$ cat src/icache_macros.svh
`ifndef ICACHE_MACROS_SVH
`define ICACHE_MACROS_SVH

// ****************************************
// Cache geometry
// ****************************************

// Width of one instruction word and of a fetch address
`define ICACHE_WORD_BITS 32

// Address bits 1:0 select a byte inside the word and are ignored
`define ICACHE_OFFSET_BITS 2

// Address bits 5:2 select one of the lines
`define ICACHE_INDEX_BITS 4

`define ICACHE_LINES 16

// Everything above the index is tag, so no two word addresses alias
`define ICACHE_TAG_BITS 26

`endif

$ cat src/icache_pkg.sv
`include "icache_macros.svh"

package icache_pkg;

    // ****************************************
    // Address fields
    // ****************************************

    typedef logic [`ICACHE_TAG_BITS-1:0] icache_tag_t;

    typedef logic [`ICACHE_INDEX_BITS-1:0] icache_index_t;

    // One fetch address seen two ways
    // The raw word goes to memory, the fields drive the lookup
    typedef union packed {
        logic [`ICACHE_WORD_BITS-1:0] word;
        struct packed {
            icache_tag_t                    tag;
            icache_index_t                  index;
            logic [`ICACHE_OFFSET_BITS-1:0] offset;
        } fields;
    } icache_addr_u;

    // ****************************************
    // Controller states
    // ****************************************

    // IDLE waits for a request or a flush
    // COMPARE checks the indexed line and answers on a hit
    // ALLOCATE holds the memory request until the word comes back
    typedef enum logic [1:0] {
        IDLE,
        COMPARE,
        ALLOCATE
    } icache_state_e;

endpackage

$ cat src/icache_array_if.sv
`timescale 1ns/1ps
`include "icache_macros.svh"

interface icache_array_if;

    // Lookup and fill controls from the controller
    icache_pkg::icache_index_t       index;
    logic                            fill_en;
    icache_pkg::icache_tag_t         fill_tag;
    logic [`ICACHE_WORD_BITS-1:0]    fill_data;
    logic                            flush_en;

    // Contents of the indexed line, read combinationally
    logic                            line_valid;
    icache_pkg::icache_tag_t         line_tag;
    logic [`ICACHE_WORD_BITS-1:0]    line_data;

    modport ctrl (
        output index, fill_en, fill_tag, fill_data, flush_en,
        input  line_valid, line_tag, line_data
    );

    modport array (
        input  index, fill_en, fill_tag, fill_data, flush_en,
        output line_valid, line_tag, line_data
    );

endinterface

$ cat src/icache_array.sv
`timescale 1ns/1ps
`include "icache_macros.svh"

module icache_array (
    input logic           clk,
    input logic           rst,
    icache_array_if.array bus
);

    // ****************************************
    // Line storage
    // ****************************************

    // One valid bit per line
    logic [`ICACHE_LINES-1:0] valid;

    icache_pkg::icache_tag_t tags [`ICACHE_LINES];

    logic [`ICACHE_WORD_BITS-1:0] words [`ICACHE_LINES];

    // ****************************************
    // Valid bits
    // ****************************************

    // A flush wipes the whole cache in one edge
    // A fill marks only its own line
    always_ff @(posedge clk)
    begin
        if (rst || bus.flush_en)
        begin
            valid <= '0;
        end
        else if (bus.fill_en)
        begin
            valid[bus.index] <= 1'b1;
        end
    end

    // ****************************************
    // Tag and data write
    // ****************************************

    always_ff @(posedge clk)
    begin
        if (bus.fill_en)
        begin
            tags[bus.index]  <= bus.fill_tag;
            words[bus.index] <= bus.fill_data;
        end
    end

    // ****************************************
    // Lookup
    // ****************************************

    // The controller sees the indexed line in the same cycle
    // After a fill the new contents show up one edge later
    always_comb
    begin
        bus.line_valid = valid[bus.index];
        bus.line_tag   = tags[bus.index];
        bus.line_data  = words[bus.index];
    end

endmodule

$ cat src/icache_ctrl.sv
`timescale 1ns/1ps
`include "icache_macros.svh"

module icache_ctrl (
    input  logic                         clk,
    input  logic                         rst,

    // CPU fetch port
    input  logic [`ICACHE_WORD_BITS-1:0] cpu_req_addr,
    input  logic                         cpu_req_valid,
    input  logic                         flush,
    output logic [`ICACHE_WORD_BITS-1:0] cpu_req_data,
    output logic                         cpu_req_ready,

    // Instruction memory port
    input  logic [`ICACHE_WORD_BITS-1:0] mem_req_data,
    input  logic                         mem_req_ready,
    output logic [`ICACHE_WORD_BITS-1:0] mem_req_addr,
    output logic                         mem_req_valid,

    icache_array_if.ctrl                 bus
);

    icache_pkg::icache_state_e state;
    icache_pkg::icache_state_e state_next;

    // Address of the request in flight
    icache_pkg::icache_addr_u req_addr;

    logic accept;
    logic tag_match;
    logic hit;
    logic miss;

    // ****************************************
    // Lookup decode
    // ****************************************

    // A flush in IDLE wins over a waiting request
    assign accept = (state == icache_pkg::IDLE) && !flush && cpu_req_valid;

    assign tag_match = (bus.line_tag == req_addr.fields.tag);

    assign hit  = (state == icache_pkg::COMPARE) && bus.line_valid && tag_match;
    assign miss = (state == icache_pkg::COMPARE) && !(bus.line_valid && tag_match);

    // ****************************************
    // Array controls
    // ****************************************

    assign bus.index = req_addr.fields.index;

    assign bus.flush_en = (state == icache_pkg::IDLE) && flush;

    // The returned word is written in the same edge that sees mem_req_ready
    assign bus.fill_en   = (state == icache_pkg::ALLOCATE) && mem_req_ready;
    assign bus.fill_tag  = req_addr.fields.tag;
    assign bus.fill_data = mem_req_data;

    // ****************************************
    // State machine
    // ****************************************

    always_ff @(posedge clk)
    begin
        if (rst)
        begin
            state <= icache_pkg::IDLE;
        end
        else
        begin
            state <= state_next;
        end
    end

    always_comb
    begin
        state_next = state;
        case (state)
            icache_pkg::IDLE:
            begin
                if (accept)
                begin
                    state_next = icache_pkg::COMPARE;
                end
            end
            icache_pkg::COMPARE:
            begin
                // A miss comes back here after the fill and then hits
                state_next = hit ? icache_pkg::IDLE : icache_pkg::ALLOCATE;
            end
            icache_pkg::ALLOCATE:
            begin
                if (mem_req_ready)
                begin
                    state_next = icache_pkg::COMPARE;
                end
            end
            default:
            begin
                state_next = icache_pkg::IDLE;
            end
        endcase
    end

    // ****************************************
    // Request capture
    // ****************************************

    always_ff @(posedge clk)
    begin
        if (accept)
        begin
            req_addr.word <= cpu_req_addr;
        end
    end

    // ****************************************
    // CPU response
    // ****************************************

    // Ready is a single cycle pulse, data holds until the next hit
    always_ff @(posedge clk)
    begin
        if (rst)
        begin
            cpu_req_ready <= 1'b0;
        end
        else
        begin
            cpu_req_ready <= hit;
        end
    end

    always_ff @(posedge clk)
    begin
        if (hit)
        begin
            cpu_req_data <= bus.line_data;
        end
    end

    // ****************************************
    // Memory refill
    // ****************************************

    // Valid is held as a level until memory answers
    always_ff @(posedge clk)
    begin
        if (rst)
        begin
            mem_req_valid <= 1'b0;
        end
        else if (miss)
        begin
            mem_req_valid <= 1'b1;
        end
        else if (bus.fill_en)
        begin
            mem_req_valid <= 1'b0;
        end
    end

    // Memory only ever sees word aligned addresses
    always_ff @(posedge clk)
    begin
        if (miss)
        begin
            mem_req_addr <= {req_addr.word[`ICACHE_WORD_BITS-1:`ICACHE_OFFSET_BITS],
                             {`ICACHE_OFFSET_BITS{1'b0}}};
        end
    end

endmodule

$ cat src/icache_top.sv
`timescale 1ns/1ps
`include "icache_macros.svh"

module icache_top (
    input  logic                         clk,
    input  logic                         rst,

    // CPU fetch port
    input  logic [`ICACHE_WORD_BITS-1:0] cpu_req_addr,
    input  logic                         cpu_req_valid,
    input  logic                         flush,
    output logic [`ICACHE_WORD_BITS-1:0] cpu_req_data,
    output logic                         cpu_req_ready,

    // Instruction memory port
    input  logic [`ICACHE_WORD_BITS-1:0] mem_req_data,
    input  logic                         mem_req_ready,
    output logic [`ICACHE_WORD_BITS-1:0] mem_req_addr,
    output logic                         mem_req_valid
);

    // ****************************************
    // Controller to array link
    // ****************************************

    icache_array_if array_bus ();

    // ****************************************
    // Controller
    // ****************************************

    icache_ctrl ctrl0 (
        .clk           (clk),
        .rst           (rst),
        .cpu_req_addr  (cpu_req_addr),
        .cpu_req_valid (cpu_req_valid),
        .flush         (flush),
        .cpu_req_data  (cpu_req_data),
        .cpu_req_ready (cpu_req_ready),
        .mem_req_data  (mem_req_data),
        .mem_req_ready (mem_req_ready),
        .mem_req_addr  (mem_req_addr),
        .mem_req_valid (mem_req_valid),
        .bus           (array_bus.ctrl)
    );

    // ****************************************
    // Storage
    // ****************************************

    icache_array array0 (
        .clk (clk),
        .rst (rst),
        .bus (array_bus.array)
    );

endmodule

$ cat config.mk
export PLATFORM = sky130hd
export DESIGN_NAME = icache_top
export DESIGN_NICKNAME = d
export VERILOG_FILES = /design/src/icache_pkg.sv /design/src/icache_array_if.sv /design/src/icache_array.sv /design/src/icache_ctrl.sv /design/src/icache_top.sv
export VERILOG_INCLUDE_DIRS = /design/src
export SDC_FILE = /design/constraint.sdc
export NUM_CORES = 1
export LEC_CHECK = 0
export ABC_AREA = 1
export BUFFER_PORTS_ARGS = -buffer_cell sky130_fd_sc_hd__buf_4
export CAP_MARGIN = 15
export CELL_PAD_IN_SITES_DETAIL_PLACEMENT = 1
export CELL_PAD_IN_SITES_GLOBAL_PLACEMENT = 1
export CORE_MARGIN = 2
export CORE_UTILIZATION = 40
export DETAILED_ROUTE_END_ITERATION = 12
export GPL_ROUTABILITY_DRIVEN = 0
export PLACE_DENSITY_LB_ADDON = 0.3
export SLEW_MARGIN = 20
export SYNTH_ARGS = -nofsm -noshare
export SYNTH_HDL_FRONTEND = slang
export SYNTH_SLANG_ARGS = --single-unit
$ cat constraint.sdc
create_clock -name clk -period 5.1 [get_ports clk]
set_clock_uncertainty 0.15 [all_clocks]
set_input_delay 1.02 -clock clk [delete_from_list [all_inputs] [get_ports clk]]
set_output_delay 1.02 -clock clk [all_outputs]
set_load 0.01 [all_outputs]
== Yosys cells after proc, flatten, opt, wreduce, memory -nomap -nowiden ==
Memories as Yosys holds them, arrays and structs flattened. A register that Yosys moved wholly into a read port is not among the register bits.
Cells that the tools add are included.
Cells by class
  $lt $le $gt $ge: 2
  equality and inequality tests: 5
  muxes and demuxes: 13
  bitwise gates (word level): 1
  reductions and logical operators: 15
Operator list (count)
  $eq A26 B26 Y1: 1
  $or A16 B16 Y16: 1
  $logic_and A1 B1 Y1: 9
  $mux W1: 6
  $mux W2: 3
  $pmux W2 S3: 1
  $lt A4 B5 Y1 const B: 1
  $bmux W1 S4: 1
  $demux W1 S4: 1
  $ge A4 B1 Y1 const B: 1
  $mux W4: 1
  $eq A2 B1 Y1 const B: 1
  $eq A2 B2 Y1 const B: 1
  $logic_not A1 Y1: 2
  $logic_not A2 Y1: 1
  $ne A2 B1 Y1 const B: 1
  $ne A2 B2 Y1 const B: 1
  $reduce_and A2 Y1: 1
  $reduce_bool A2 Y1: 1
  $logic_or A1 B1 Y1: 1
Word-level totals
  register bits after elaboration: 82
  memory bits (writable): 928
  input bits: 69
  logic and storage cells: 44
  memories: 2
Memories
  array0.words: words 16, width 32, rd ports 1, clocked after Yosys merged registers in 1, wr ports 1, RTL line icache_array.sv:19  | logic [`ICACHE_WORD_BITS-1:0] words [`ICACHE_LINES];
  array0.tags: words 16, width 26, rd ports 1, clocked after Yosys merged registers in 1, wr ports 1, RTL line icache_array.sv:17  | icache_pkg::icache_tag_t tags [`ICACHE_LINES];

== Longest topological paths before layout ==
  depth after elaboration: 6
  gate-level depth with buffers: 19

== Cells and area by module ==
From an unflattened synthesis, not the netlist that was laid out.
Second synthesis, totals
  cell total of the unflattened synthesis: 4163
  area total of the unflattened synthesis: 43606.8 µm²
Modules (own cells, without submodules)
  icache_array: times used 1, cells each 3858, area an instance 39819.4 µm², sequential area each 28187.0 µm²
  icache_ctrl: times used 1, cells each 305, area an instance 3787.4 µm², sequential area each 2842.7 µm²

== Worst setup path before layout ==
No wires, ideal clock.
  path type: reg2reg
  start point: reg ctrl0.req_addr[2] (netlist bit)
  end point: mem array0.tags[12][0] (netlist bit) (enable)
  arrival time: 3.876 ns
  data required time: 4.474 ns
  setup slack: 0.599 ns
  stages on the path, launching flop included: 7
  period minus slack after synthesis: 4.501 ns
  path through: edfxtp_1 buf_2 nor2_1 clkbuf_1 clkbuf_1 nand2_1 nor2_1
RTL lines
  from (decl): RTL line icache_ctrl.sv:28  | icache_pkg::icache_addr_u req_addr;
  to (decl): RTL line icache_array.sv:17
Straight into the memory's write port.

==> results.toml <==
[status]
status = "finished, final reports clean"

[sta]
maxClockFrequency_mhz = 249
tightestPinTransition_ns = 1.08
rsz0062_at_grt = "false"
tns_ns = 0
setup_viol = 0
slew_violations = 0
period_needed_ns = 4.02
hold_viol = 0
slew_headroom_pct = 28.2
finalCritPeriodShare_pct = 78.8

[worst_setup_path]
crit_type = "reg2reg"
startpoint_type = "register"
cpPeakStageDelay_ns = 0.74
critPathBufInv = 4
required_ns = 5.32
slowest_stage = "buf_4"
crit_top_cell = "nand2_1"
endpoint_kind = "register"
crit_arrival_ns = 4.24
worst-path-max-fanout = 80
critical_path.cell_chain = "inv_4 -> buf_4 -> nand2_1 -> nand3_1 -> nand3_1 -> nand3_1 -> nand2_1 -> nand2_1 -> nand2_1 -> nor2_1 -> nand2_1 -> nor2_1 -> nand2_1 -> nor2_1 -> nand2_1 -> inv_2 -> buf_12"
cp_top_family = "simple AND/OR/NAND/NOR gates"

[clock_network]
cts_hold_buf = 0
numClockSinks = 1044
cts_tree = "built"
cts_resized = 0
htreeDepth = 3
clk_pin_slew_ns = 0.06
cts-root-buf = "clkbuf_16"
numCtsBuffers = 111
cts_buffer_depth = 3
insertion_delay_ns = 0.71
post_cts_buffers = 0

[yosys]
ys_types = 26
async_flop_share_pct = 0
ys_seq_area_share_pct = 77.7
ys_warn_count = 0
synth_area_sq_mm = 0.0400
synth_flop_cell = "edfxtp_1"
synth.top_cell.area_share_pct = 76.5
ys_top_cells_by_area = "edfxtp_1 77%, nand2_1 5.7%, a22oi_1 4.8%"
syn_area_per_cell_sq_um = 13.8
synth-edff-count = 1020
synth_area_leader_cell = "edfxtp_1"
syn_inst = 2895
ys_seq_elements = 1044

[layout]
fillers = 9941
final_util_pct = 46.4
nets = 3112
syn2layout_area_growth_pct = 15.7
layout_commonest_cell = "edfxtp_1"
drive_above_1_share_pct = 12.3
mostFrequentLayoutCells = "1,020 x edfxtp_1, 602 x nand2_1, 256 x a22oi_1"

[detailed_routing]
drtIter0Drc = 1873
avgViaCountPerCell = 5.44
ant_nets = 0
drc = 0
routed_wl_um = 108000
wl_per_cell_um = 24.3
vias = 24100
first_pass_iters = 5

[floorplanning]
dieHeight_um = 320
io_pins = 135
die_area_sq_mm = 0.103
rows = 116
start_util_pct = 40.1
dieWidth_um = 320
core-area_sq_mm = 0.0997

[grt]
grt_max_degree = 105
first_global_vias = 25700
grt_use_total_pct = 21.1
grt_pass1_wl_um = 161000
overflow = 0
antenna_found_initial = 7

[power]
p_leak_nw = 16.4
irDropWorstVdd_mv = 0.297
total_power_w = 0.0186
power_density_mw_per_mm2 = 401

[hold_path]
worst_hold_path_type = "reg2reg"

[job]
maxCapViolations = 0

[placement]
io_buffers = 130
place_hpwl_um = 55700
[metrics by stage]
step | std cells | hold slack, ns | setup slack [ns] | instance area, sq um
4_1_cts | 4435 | 0.303 | 0.950 | 46300
3_3_place_gp | 4228 | 0.299 | 1.11 | 42700
2_1_floorplan | 2896 | 0.290 | 0.599 | 40000
5_1_grt | 4435 | 0.317 | 0.717 | 46300
3_5_place_dp | 4228 | 0.309 | 0.978 | 42700
6_report | 4436 | 0.320 | 1.08 | 46300
[per-layer routing]
metal,vias to the layer above,GRT usage [%],part of all wire [%]
met5,-,0,0.045
met4,8,7.10,3.2
met3,216,3.80,5.2
met2,657,37.0,51
met1,12400,26.4,41
li1,10900,-,-
[area by class of cell]
type	instances	area, sq um	share of cell area [%]
Clock buffer	133	2880	6.22
Antenna cell	1	2.50	0.00540
Clock inverter	74	768	1.66
Inverter	192	728	1.57
Multi-Input combinational cell	1503	7520	16.3
Tap cell	1298	1620	3.51
Timing Repair Buffer	191	1660	3.58
Sequential cell	1044	31100	67.2
[worst paths after layout]
kind	depth (start not counted)	start	end	slack (ns)
setup / recovery	17	register	ctrl0.cpu_req_data[25]	1.08
hold / removal	2	array0.valid[12]	array0.valid[12]	0.32
setup reg to reg	17	register	ctrl0.cpu_req_data[25]	1.08
hold reg to reg	2	array0.valid[12]	array0.valid[12]	0.32
[synth_stat cells, drive strengths merged (23+ instances only)]
cell and n:
a21oi 132, a22oi 256, buf 84, clkbuf 73
dfxtp 24, edfxtp 1020, inv 187, nand2 604
nand3 244, nor2 151, o211ai 23, o21ai 48
or4 32
[sequential cells by signal, summed over array words and instances (netlist names), named ones only]
name                 count
array0.tags            416
array0.valid            16
array0.words           512
ctrl0.cpu_req_data      32
ctrl0.cpu_req_ready      1
ctrl0.mem_req_addr      30
ctrl0.mem_req_valid      1
ctrl0.req_addr          30
ctrl0.state              2
[logic make-up after synthesis]
kind of cell | share of synthesized area (%)
other cells | 0.00937
simple gates | 10.9
compound gates | 7.51
flops | 77.7
buf+inv | 3.85
[power by group]
| group | switching (W) | internal, W | total [W] |
|---|---|---|---|
| combinational | 0.000686 | 0.000300 | 0.000986 |
| clock | 0.00332 | 0.00473 | 0.00805 |
| sequential | 0.0000724 | 0.00945 | 0.00953 |
| total | 0.00408 | 0.0145 | 0.0186 |
[worst reg2reg max path: stages, from the launching register on]
cell	delay (ns)
dfxtp_4	0.53
inv_4	0.20
buf_4	0.74
nand2_1	0.17
nand3_1	0.11
nand3_1	0.09
nand3_1	0.19
nand2_1	0.08
nand2_1	0.08
nand2_1	0.05
nor2_1	0.12
nand2_1	0.11
nor2_1	0.11
nand2_1	0.18
nor2_1	0.15
nand2_1	0.12
inv_2	0.20
buf_12	0.26
Power figures use the tool's default switching activity.
